**config.mk**
```make
export PLATFORM = sky130hd
export DESIGN_NAME = sensors4_top
export DESIGN_NICKNAME = d
export VERILOG_FILES = /design/src/sensor_pkg.sv /design/src/sensor_cfg_if.sv /design/src/cmd_deser.sv /design/src/sensor_ctrl_regs.sv /design/src/sensor_frame_sync.sv /design/src/status_router4.sv /design/src/sensors4_top.sv
export VERILOG_INCLUDE_DIRS = /design/src /design/src/src
export SDC_FILE = /design/constraint.sdc
export NUM_CORES = 1
export LEC_CHECK = 0
export ABC_AREA = 0
export BUFFER_PORTS_ARGS = -buffer_cell sky130_fd_sc_hd__buf_2
export CORE_AREA = 2 2 200 300
export CTS_CLUSTER_SIZE = 20
export DETAILED_ROUTE_END_ITERATION = 6
export DIE_AREA = 0 0 202 302
export PLACE_DENSITY = 0.54
export SETUP_SLACK_MARGIN = 0.1
export SYNTH_ARGS = -nofsm -noshare
export SYNTH_HDL_FRONTEND = slang
export SYNTH_SLANG_ARGS = --single-unit
```
**constraint.sdc**
```tcl
create_clock -name mclk -period 5.8 [get_ports mclk]
set_input_delay 1.16 -clock mclk [delete_from_list [all_inputs] [get_ports mclk]]
set_output_delay 1.16 -clock mclk [all_outputs]
set_load 0.02 [all_outputs]
```
**src/sensor_config.svh**
```systemverilog
`ifndef SENSOR_CONFIG_SVH
`define SENSOR_CONFIG_SVH

// command bus word layout
`define SENS_ADDR_BITS        16      // command address width
`define SENS_DATA_BITS        32      // command data width

// register address map
`define SENS_GROUP_ADDR       16'h400 // channel 0 base
`define SENS_BASE_INC         16'h040 // per-channel stride
`define SENS_MODE_RADDR       0       // mode word, channel enable
`define SENS_SYNC_MULT_RADDR  'h6     // frames to combine minus 1
`define SENS_SYNC_LATE_RADDR  'h7     // lines before late sof
`define SENS_STATUS_RADDR     'h9     // any write here asks for status

// status packet addressing
`define SENS_STATUS_BASE      8'h21   // address byte of channel 0
`define SENS_STATUS_INC       2       // address byte stride
`define SENS_STATUS_BYTES     4       // addr, fn lo, fn hi, flags

// mode word fields
`define SENS_CHN_EN_BIT       8       // channel enable position

// frame sync counters
`define SENS_SYNC_BITS        16      // combine, line and frame counters
`define SENS_SYNC_LATE_DFLT   15      // late line count after reset

// channel count, power of two
`define SENS_NUM_CHN          4

`endif

```
**src/sensor_pkg.sv**
```systemverilog
`include "sensor_config.svh"

package sensor_pkg;

    // one complete write from the byte-serial bus
    typedef struct packed {
        logic [`SENS_ADDR_BITS-1:0] addr; // AH:AL
        logic [`SENS_DATA_BITS-1:0] data; // D3:D0
    } cmd_word_t;

    // mode register view of the data word
    typedef struct packed {
        logic [`SENS_DATA_BITS-`SENS_CHN_EN_BIT-2:0] rsvd_hi; // dropped mode bits
        logic                                        chn_en;  // bit 8
        logic [`SENS_CHN_EN_BIT-1:0]                 rsvd_lo; // ex histogram bits
    } mode_view_t;

    // count register view, low half only
    typedef struct packed {
        logic [`SENS_DATA_BITS-`SENS_SYNC_BITS-1:0] unused;
        logic [`SENS_SYNC_BITS-1:0]                 count;   // mult or late lines
    } sync_view_t;

    // same written word, decoded by target address
    typedef union packed {
        mode_view_t mode;
        sync_view_t sync;
    } cmd_data_u;

    // per-channel configuration, regs -> frame sync
    typedef struct packed {
        logic                       chn_en;     // channel enable
        logic [`SENS_SYNC_BITS-1:0] frame_mult; // sensor frames per output minus 1
        logic [`SENS_SYNC_BITS-1:0] late_lines; // hact falls before sof_late
    } cfg_t;

    typedef logic [7:0] status_byte_t; // one status bus byte

endpackage

```
**src/sensor_cfg_if.sv**
```systemverilog
`timescale 1ns/1ps
`include "sensor_config.svh"

// joins one register block to its frame synchronizer
interface sensor_cfg_if;
    import sensor_pkg::*;

    cfg_t                       conf;      // enable, combine count, late lines
    logic [`SENS_SYNC_BITS-1:0] frame_num; // output frame counter

    // register side owns the configuration
    modport regs (
        output conf,
        input  frame_num
    );

    // synchronizer side reports frames back
    modport sync (
        input  conf,
        output frame_num
    );

endinterface

```
**src/cmd_deser.sv**
```systemverilog
`timescale 1ns/1ps
`include "sensor_config.svh"

module cmd_deser (
    input  logic                  mclk,
    input  logic                  rst,
    input  logic [7:0]            cmd_ad,  // AL, AH, D0..D3
    input  logic                  cmd_stb, // high with AL only
    output logic                  wr_en,   // one cycle per full command
    output sensor_pkg::cmd_word_t wr_cmd   // valid with wr_en
);
    import sensor_pkg::*;

    localparam int CMD_BYTES = $bits(cmd_word_t) / 8; // six bytes
    localparam int CW        = $clog2(CMD_BYTES);

    logic [CW-1:0]          byte_cnt;  // 0 idle, else index of next byte
    logic [8*CMD_BYTES-1:0] sr;        // newest byte enters at the top
    logic                   last_byte; // D3 on the bus now

    // a fresh strobe always wins over an unfinished command
    assign last_byte = (byte_cnt == CW'(CMD_BYTES - 1)) && !cmd_stb;

    always_ff @(posedge mclk) begin
        if (rst) begin
            byte_cnt <= '0;
            wr_en    <= 1'b0;
        end else begin
            wr_en <= last_byte; // one cycle after D3 sampled
            if (cmd_stb) begin
                byte_cnt <= CW'(1); // AL taken, restart
            end else if (last_byte) begin
                byte_cnt <= '0;     // done, back to idle
            end else if (byte_cnt != '0) begin
                byte_cnt <= byte_cnt + 1'b1;
            end
        end
    end

    // shift only while collecting, holds through the wr_en cycle
    always_ff @(posedge mclk) begin
        if (cmd_stb || (byte_cnt != '0)) begin
            sr <= {cmd_ad, sr[8*CMD_BYTES-1:8]};
        end
    end

    // after six shifts AL sits in the lowest byte
    assign wr_cmd = '{
        addr: sr[`SENS_ADDR_BITS-1:0],
        data: sr[8*CMD_BYTES-1:`SENS_ADDR_BITS]
    };

endmodule

```
**src/sensor_ctrl_regs.sv**
```systemverilog
`timescale 1ns/1ps
`include "sensor_config.svh"

module sensor_ctrl_regs #(
    parameter int CHN = 0 // channel index 0..3
) (
    input  logic                  mclk,
    input  logic                  rst,
    input  logic                  wr_en,    // from cmd_deser
    input  sensor_pkg::cmd_word_t wr_cmd,
    sensor_cfg_if.regs            cfg,      // to this channel's frame sync
    output logic [7:0]            st_ad,    // status address/data byte
    output logic                  st_rq,    // packet waiting
    input  logic                  st_start, // byte 0 accepted
    input  logic                  vact      // raw sensor vact for flags
);
    import sensor_pkg::*;

    localparam logic [15:0] CHN_BASE  = 16'(`SENS_GROUP_ADDR + CHN * `SENS_BASE_INC);
    localparam logic [15:0] MODE_ADDR = CHN_BASE + 16'(`SENS_MODE_RADDR);
    localparam logic [15:0] MULT_ADDR = CHN_BASE + 16'(`SENS_SYNC_MULT_RADDR);
    localparam logic [15:0] LATE_ADDR = CHN_BASE + 16'(`SENS_SYNC_LATE_RADDR);
    localparam logic [15:0] STAT_ADDR = CHN_BASE + 16'(`SENS_STATUS_RADDR);
    localparam logic [7:0]  ST_BYTE0  = 8'(`SENS_STATUS_BASE + `SENS_STATUS_INC * CHN);
    localparam int          SW        = $clog2(`SENS_STATUS_BYTES);

    cmd_data_u                  wdata;    // written word, mode or sync view
    cfg_t                       cfg_q;    // live configuration
    logic                       st_wr;    // status request write
    logic                       pend;     // request not yet accepted
    logic [SW-1:0]              seq;      // 0 idle, 1..3 tail bytes out
    logic [`SENS_SYNC_BITS-1:0] fn_cap;   // frame_num at start
    logic                       en_cap;   // chn_en at start
    logic                       vact_cap; // vact at start

    assign wdata    = wr_cmd.data;
    assign cfg.conf = cfg_q; // seen by frame sync the cycle after wr_en
    assign st_wr    = wr_en && (wr_cmd.addr == STAT_ADDR);

    always_ff @(posedge mclk) begin
        if (rst) begin
            cfg_q.chn_en     <= 1'b0;
            cfg_q.frame_mult <= '0;
            cfg_q.late_lines <= `SENS_SYNC_BITS'(`SENS_SYNC_LATE_DFLT);
        end else if (wr_en) begin
            case (wr_cmd.addr)
                MODE_ADDR: cfg_q.chn_en     <= wdata.mode.chn_en;  // bit 8 only
                MULT_ADDR: cfg_q.frame_mult <= wdata.sync.count;   // low half
                LATE_ADDR: cfg_q.late_lines <= wdata.sync.count;
                default:   cfg_q            <= cfg_q;              // other channel
            endcase
        end
    end

    // request and packet sequencing
    always_ff @(posedge mclk) begin
        if (rst) begin
            pend <= 1'b0;
            seq  <= '0;
        end else begin
            pend <= st_wr || (pend && !st_start); // repeat writes merge
            if (st_start) begin
                seq <= SW'(1);                    // byte 1 next cycle
            end else if (seq != '0) begin
                seq <= (seq == SW'(`SENS_STATUS_BYTES - 1)) ? '0 : seq + 1'b1;
            end
        end
    end

    // snapshot taken as byte 0 goes out
    always_ff @(posedge mclk) begin
        if (st_start) begin
            fn_cap   <= cfg.frame_num;
            en_cap   <= cfg_q.chn_en;
            vact_cap <= vact;
        end
    end

    // rq hidden while a packet tail is still going out
    assign st_rq = pend && (seq == '0);

    always_comb begin
        case (seq)
            SW'(1):  st_ad = fn_cap[7:0];             // frame_num low
            SW'(2):  st_ad = fn_cap[15:8];            // frame_num high
            SW'(3):  st_ad = {6'b0, en_cap, vact_cap}; // flags
            default: st_ad = ST_BYTE0;                // address byte
        endcase
    end

endmodule

```
**src/sensor_frame_sync.sv**
```systemverilog
`timescale 1ns/1ps
`include "sensor_config.svh"

module sensor_frame_sync (
    input  logic       mclk,
    input  logic       rst,
    sensor_cfg_if.sync cfg,      // config in, frame_num out
    input  logic       vact,     // sensor frame active
    input  logic       hact,     // sensor line active
    output logic       sof_out,  // combined frame start
    output logic       eof_out,  // combined frame end
    output logic       sof_late  // delayed start
);
    import sensor_pkg::*;

    localparam int SB = `SENS_SYNC_BITS;

    cfg_t          conf;      // local copy of channel config
    logic          vact_d;    // previous samples
    logic          hact_d;
    logic          v_rise;
    logic          v_fall;
    logic          h_fall;
    logic          active;    // inside a combined frame
    logic          armed;     // late pulse still owed
    logic [SB-1:0] sub_cnt;   // sensor frames done in this combined frame
    logic [SB-1:0] line_cnt;  // hact falls since sof
    logic [SB-1:0] line_nxt;
    logic [SB-1:0] frame_cnt; // output frames
    logic          frame_end; // last sensor frame of the group ends
    logic          late_hit;

    assign conf          = cfg.conf;
    assign cfg.frame_num = frame_cnt;

    assign v_rise    = vact && !vact_d;
    assign v_fall    = !vact && vact_d;
    assign h_fall    = !hact && hact_d;
    assign line_nxt  = line_cnt + 1'b1;
    // >= so a shrunk frame_mult still closes the frame
    assign frame_end = active && v_fall && (sub_cnt >= conf.frame_mult);
    // late sync forced out at eof if lines ran short
    assign late_hit  = armed && ((h_fall && (line_nxt == conf.late_lines)) || frame_end);

    always_ff @(posedge mclk) begin
        if (rst) begin
            vact_d    <= 1'b0;
            hact_d    <= 1'b0;
            active    <= 1'b0;
            armed     <= 1'b0;
            sub_cnt   <= '0;
            line_cnt  <= '0;
            frame_cnt <= '0;
            sof_out   <= 1'b0;
            eof_out   <= 1'b0;
            sof_late  <= 1'b0;
        end else begin
            vact_d   <= vact;
            hact_d   <= hact;
            sof_out  <= 1'b0; // single-cycle pulses
            eof_out  <= 1'b0;
            sof_late <= 1'b0;
            if (!conf.chn_en) begin
                active  <= 1'b0; // abort, no eof
                armed   <= 1'b0;
                sub_cnt <= '0;
            end else if (v_rise && !active) begin
                sof_out   <= 1'b1;
                active    <= 1'b1;
                sub_cnt   <= '0;
                line_cnt  <= '0;
                frame_cnt <= frame_cnt + 1'b1;
                armed     <= (conf.late_lines != '0);
                sof_late  <= (conf.late_lines == '0); // zero delay, with sof
            end else if (active) begin
                if (late_hit) begin
                    sof_late <= 1'b1;
                    armed    <= 1'b0; // once per combined frame
                end
                if (h_fall) begin
                    line_cnt <= line_nxt; // counts across sensor frames
                end
                if (frame_end) begin
                    eof_out <= 1'b1;
                    active  <= 1'b0;
                    sub_cnt <= '0;
                end else if (v_fall) begin
                    sub_cnt <= sub_cnt + 1'b1; // inner sensor frame done
                end
            end
        end
    end

endmodule

```
**src/status_router4.sv**
```systemverilog
`timescale 1ns/1ps
`include "sensor_config.svh"

module status_router4 (
    input  logic                              mclk,
    input  logic                              rst,
    input  logic [`SENS_NUM_CHN-1:0][7:0]     ad_in,       // per-channel bytes
    input  logic [`SENS_NUM_CHN-1:0]          rq_in,       // per-channel requests
    output logic [`SENS_NUM_CHN-1:0]          start_in,    // per-channel accept
    output logic [7:0]                        status_ad,   // merged byte stream
    output logic                              status_rq,   // merged request
    input  logic                              status_start // byte 0 accepted
);
    import sensor_pkg::*;

    localparam int NCH  = `SENS_NUM_CHN;
    localparam int CW   = $clog2(NCH);
    localparam int TW   = $clog2(`SENS_STATUS_BYTES);
    localparam int TAIL = `SENS_STATUS_BYTES - 1; // bytes after start

    logic [CW-1:0] sel;     // granted channel, also rr pointer
    logic [CW-1:0] pick;    // next requester after sel
    logic [CW-1:0] idx;
    logic          found;
    logic          locked;  // grant held, waiting or sending
    logic          sending; // start seen, tail bytes running
    logic [TW-1:0] tail;    // tail cycles left minus 1
    status_byte_t  ad_sel;

    // round robin, search starts just after the last grant
    always_comb begin
        pick  = sel;
        found = 1'b0;
        idx   = sel;
        for (int i = 1; i <= NCH; i++) begin
            idx = sel + CW'(i); // wraps, sel itself checked last
            if (!found && rq_in[idx]) begin
                pick  = idx;
                found = 1'b1;
            end
        end
    end

    assign ad_sel    = ad_in[sel];
    assign status_ad = ad_sel;
    assign status_rq = locked && rq_in[sel]; // channel drops rq after start

    // start goes to the granted channel alone
    always_comb begin
        start_in = '0;
        if (locked && !sending) begin
            start_in[sel] = status_start;
        end
    end

    always_ff @(posedge mclk) begin
        if (rst) begin
            sel     <= '0;
            locked  <= 1'b0;
            sending <= 1'b0;
            tail    <= '0;
        end else if (!locked) begin
            if (found) begin
                sel    <= pick;  // grant only between packets
                locked <= 1'b1;
            end
        end else if (!sending) begin
            if (status_start) begin
                sending <= 1'b1;
                tail    <= TW'(TAIL - 1);
            end
        end else if (tail == '0) begin
            locked  <= 1'b0; // last byte out, rearbitrate
            sending <= 1'b0;
        end else begin
            tail <= tail - 1'b1;
        end
    end

endmodule

```
**src/sensors4_top.sv**
```systemverilog
`timescale 1ns/1ps
`include "sensor_config.svh"

module sensors4_top (
    input  logic                     mclk,
    input  logic                     rst,
    input  logic [7:0]               cmd_ad,       // byte-serial commands
    input  logic                     cmd_stb,
    output logic [7:0]               status_ad,    // byte-serial status
    output logic                     status_rq,
    input  logic                     status_start,
    input  logic [`SENS_NUM_CHN-1:0] vact,         // one per sensor
    input  logic [`SENS_NUM_CHN-1:0] hact,
    output logic [`SENS_NUM_CHN-1:0] sof_out,
    output logic [`SENS_NUM_CHN-1:0] eof_out,
    output logic [`SENS_NUM_CHN-1:0] sof_late
);

    logic                             wr_en;    // shared write strobe
    sensor_pkg::cmd_word_t            wr_cmd;
    logic [`SENS_NUM_CHN-1:0][7:0]    st_ad;    // channel status bytes
    logic [`SENS_NUM_CHN-1:0]         st_rq;
    logic [`SENS_NUM_CHN-1:0]         st_start;

    cmd_deser u_cmd_deser (
        .mclk    (mclk),
        .rst     (rst),
        .cmd_ad  (cmd_ad),
        .cmd_stb (cmd_stb),
        .wr_en   (wr_en),
        .wr_cmd  (wr_cmd)
    );

    for (genvar i = 0; i < `SENS_NUM_CHN; i++) begin : g_chn
        sensor_cfg_if u_cfg ();

        sensor_ctrl_regs #(.CHN(i)) u_regs (
            .mclk (mclk), .rst (rst),
            .wr_en (wr_en), .wr_cmd (wr_cmd), .cfg (u_cfg),
            .st_ad (st_ad[i]), .st_rq (st_rq[i]), .st_start (st_start[i]),
            .vact (vact[i])
        );

        sensor_frame_sync u_sync (
            .mclk (mclk), .rst (rst), .cfg (u_cfg),
            .vact (vact[i]), .hact (hact[i]),
            .sof_out (sof_out[i]), .eof_out (eof_out[i]), .sof_late (sof_late[i])
        );
    end

    status_router4 u_router (
        .mclk (mclk), .rst (rst),
        .ad_in (st_ad), .rq_in (st_rq), .start_in (st_start),
        .status_ad (status_ad), .status_rq (status_rq), .status_start (status_start)
    );

endmodule

```
==> impl_metrics.toml <==
[setup_path]
cp-startpoint = "g_chn[1].u_regs.seq[0]"
crit_type = "reg -> out"
cpPeakStageDelay_ps = 410
reg2reg_to = "g_chn[2].u_sync.sub_cnt[1]"
cp-end-kind = "output port"
path_cells = "inv_1 -> ha_1 -> nand2b_1 -> a211oi_1 -> a211oi_1 -> a31o_2 -> buf_2"
worstPathArrival_ps = 2500
cp_num_cells = 7
cp_max_fo = 7
crit_path_top_delay_cell = "dfxtp_1"
worstReg2RegStart = "g_chn[2].u_sync.sub_cnt[0]"
rrSetupSlack_ps = 2900
critPathTopFamily = "compound AO/OA/AOI/OAI gates"
crit_top_cell = "a211oi_1"
worst-path-buf-inv = 2
crit_required_ps = 4640
endpoint = "status_ad[0]"
critPathLaunchType = "register"
r2r_cells = 9

[grt]
grt_max_degree = 86
track_usage = 0.1950
overflow = 0
antenna_found_initial = 1
grt_first_pass_wirelength_um = 95900
grt_pass1_vias = 18170

[clock_tree]
h-tree-depth = 2
post_cts_buffers = 0
cts_tree = "done"
insertion_delay_ps = 600
clock_path_buffers = 3
cts.clk_slew.worst_paths_ps = 60
clkSinkCount = 494
cts_hold_buf = 0
numCtsBuffers = 50
clock-root-buffer = "clkbuf_16"
ctsResizeCount = 0

[synthesis]
ys_ff_latch = 494
syn-cell-area_mm2 = 0.02370
syn_nets = 2778
synthArstFlopShare = 0
synth_seq_area_share = 0.4680
synthDistinctLibCells = 82
ys_warn_count = 0
synth_area_leaders = "dfxtp_1 (32%), edfxtp_1 (15%), nand2_1 (6.6%)"
netlist_top_cells_count = "nand2_1 (415), dfxtp_1 (374), nor2_1 (263), a21oi_1 (217), edfxtp_1 (120)"
yosysTopAreaCell = "dfxtp_1"
syn_inst = 2654
synthMostInstantiatedCell = "nand2_1"
ys.flop_type = "dfxtp_1"
netlist.area_leader.share = 0.3160
synth_edf_count = 120
syn_area_per_cell_um2 = 8.929

[sta]
timing.fmax_ghz = 0.2729
tns_ps = 0
fin_ws_ps = 2136
hold_viol_final = 0
period_minus_slack_ps = 3664
period_share = 0.6317
slew_violations = 0
setup_violations = 0
hold_ws_ps = 416.7
relSlewSlack = 0.3530
rsz0062_at_grt = "no"
skew_ps = 29.79
tightest_slew_ps = 967.8

[finish]
drive_gt1_frac = 0.06576
fin_area_mm2 = 0.02579
fin_nets = 2728
n_fill_cell = 5646
antenna_cells = 0
area_delta_synth_final_pct = 8.818

[place]
dp_hpwl_um = 42150
place.port_buffers = 40
placed_area_mm2 = 0.02413
dp_slack_ps = 2407
place_congestion = 0.8742

[floorplan]
die_w_um = 202
rows = 109
design.core.area_mm2 = 0.05851
io_pins = 41
die_area_mm2 = 0.06100
start_util = 0.4050
dieHeight_um = 302

[power_and_ir_drop]
power-per-cell-area_mw_per_mm2 = 283.5
leakagePower_nw = 8.862
max-vdd-ir-drop_mv = 0.2359

[detailed_routing]
routedWlPerCell_um = 17.55
ant_nets = 0
drc = 0
drtIter0Drc = 1020
first_pass_iters = 6
wirelength_um = 60070
avgViaCountPerCell = 5.370
vias = 18380

[run_status]
outcome = "completed"

[run]
cap_violations = 0

[min_path]
hold_class = "reg -> reg"
==> worst register-to-register path, stage by stage, from the launching register on <==
cell and delay (ps):
dfxtp_1 400, inv_1 80, ha_1 270, nand2b_1 140, a211oi_1 230, o21ai_0 140, a221o_1 340, a21oi_1 460
nand2_1 520, a21oi_1 250
==> cell type report <==
class                           count  area, um2  area share
Tap cell                          777      972.2     0.03770
Sequential cell                   494      11090      0.4301
Inverter                          101      379.1     0.01470
Clock inverter                     19      203.9    0.007909
Multi-Input combinational cell   1910      11430      0.4433
Clock buffer                       75       1448     0.05614
Timing Repair Buffer               47      262.8     0.01019
==> report_power, final <==
group          total, W  internal [W]  switching, W
clock           0.00326       0.00187       0.00139
combinational  0.000346      0.000114      0.000231
sequential      0.00370       0.00359      0.000116
==> registers in the layout (all words and copies together), names as in the netlist, 4 cells and up <==
signal and cells:
g_chn.u_sync.active 4, g_chn.u_regs.cfg.conf 132, u_cmd_deser.sr 48, g_chn.u_sync.cfg.frame_num 64, g_chn.u_regs.fn_cap 64, g_chn.u_sync.armed 4, g_chn.u_sync.sof_late 4, g_chn.u_sync.hact_d 4
g_chn.u_regs.vact_cap 4, g_chn.u_sync.vact_d 4, g_chn.u_sync.eof_out 4, g_chn.u_regs.seq 8, g_chn.u_regs.en_cap 4, g_chn.u_sync.line_cnt 64, g_chn.u_regs.pend 4, g_chn.u_sync.sub_cnt 64
g_chn.u_sync.sof_out 4
==> through the flow <==
step                      total power, W  std cells  utilization
final                           0.007310       3423       0.4407
after global routing            0.007562       3423       0.4407
after CTS                       0.007401       3423       0.4407
after detailed placement        0.004126       3329       0.4125
after global placement          0.004113       3329       0.4125
after floorplan                 0.003973       2654            -
==> cells by family after synthesis <==
group,share of synthesized area
multiplexers,0.006389
XOR/XNOR,0.07281
AND/OR/NAND/NOR,0.2268
flip-flops,0.4680
buffers and inverters,0.05000
AO/OA/AOI/OAI,0.1207
adder cells (fa/ha/maj),0.05534
==> worst min-delay path by stage <==
stage,from,cells past startpoint,to
3_3_place_gp,u_cmd_deser.sr[34],0,u_cmd_deser.sr[26]
5_1_grt,u_cmd_deser.sr[45],0,u_cmd_deser.sr[37]
3_5_place_dp,u_cmd_deser.sr[36],0,u_cmd_deser.sr[28]
2_1_floorplan,u_cmd_deser.sr[32],0,u_cmd_deser.sr[24]
4_1_cts,u_cmd_deser.sr[35],0,u_cmd_deser.sr[27]
6_report,u_cmd_deser.sr[35],0,u_cmd_deser.sr[27]
==> layer usage <==
metal  up-vias  GRT usage  share of wire  wire length, um
met5         -          0              0                0
met4         0    0.09296          0.045             2712
met3       140    0.02359          0.037             2229
met2       385     0.3571           0.51            30730
met1      8735     0.2252           0.41            24400
li1       9120          -              -                -
==> layout by cell type, fill, tap and decap left out, types with 8 or more instances in the layout <==
cell type,instances
a22oi_1,35
nand4_1,65
clkbuf_1,15
nor3b_1,11
ha_1,104
xor2_1,103
and2_1,12
a21o_1,13
inv_1,101
nor2_1,263
clkbuf_16,51
nand2b_1,15
nand3_1,88
o21ai_0,83
clkbuf_8,8
dfxtp_1,374
nand2_1,414
nor2b_1,26
nor4_1,33
xnor2_1,94
buf_2,39
nor3_1,53
a311oi_1,10
a21oi_1,217
and3_1,36
edfxtp_1,120
a211oi_1,16
or3_1,30
mux2i_1,14
a21oi_2,20
nand3b_1,21
and4_1,15
Note: power is estimated with default switching activity, not from simulation.
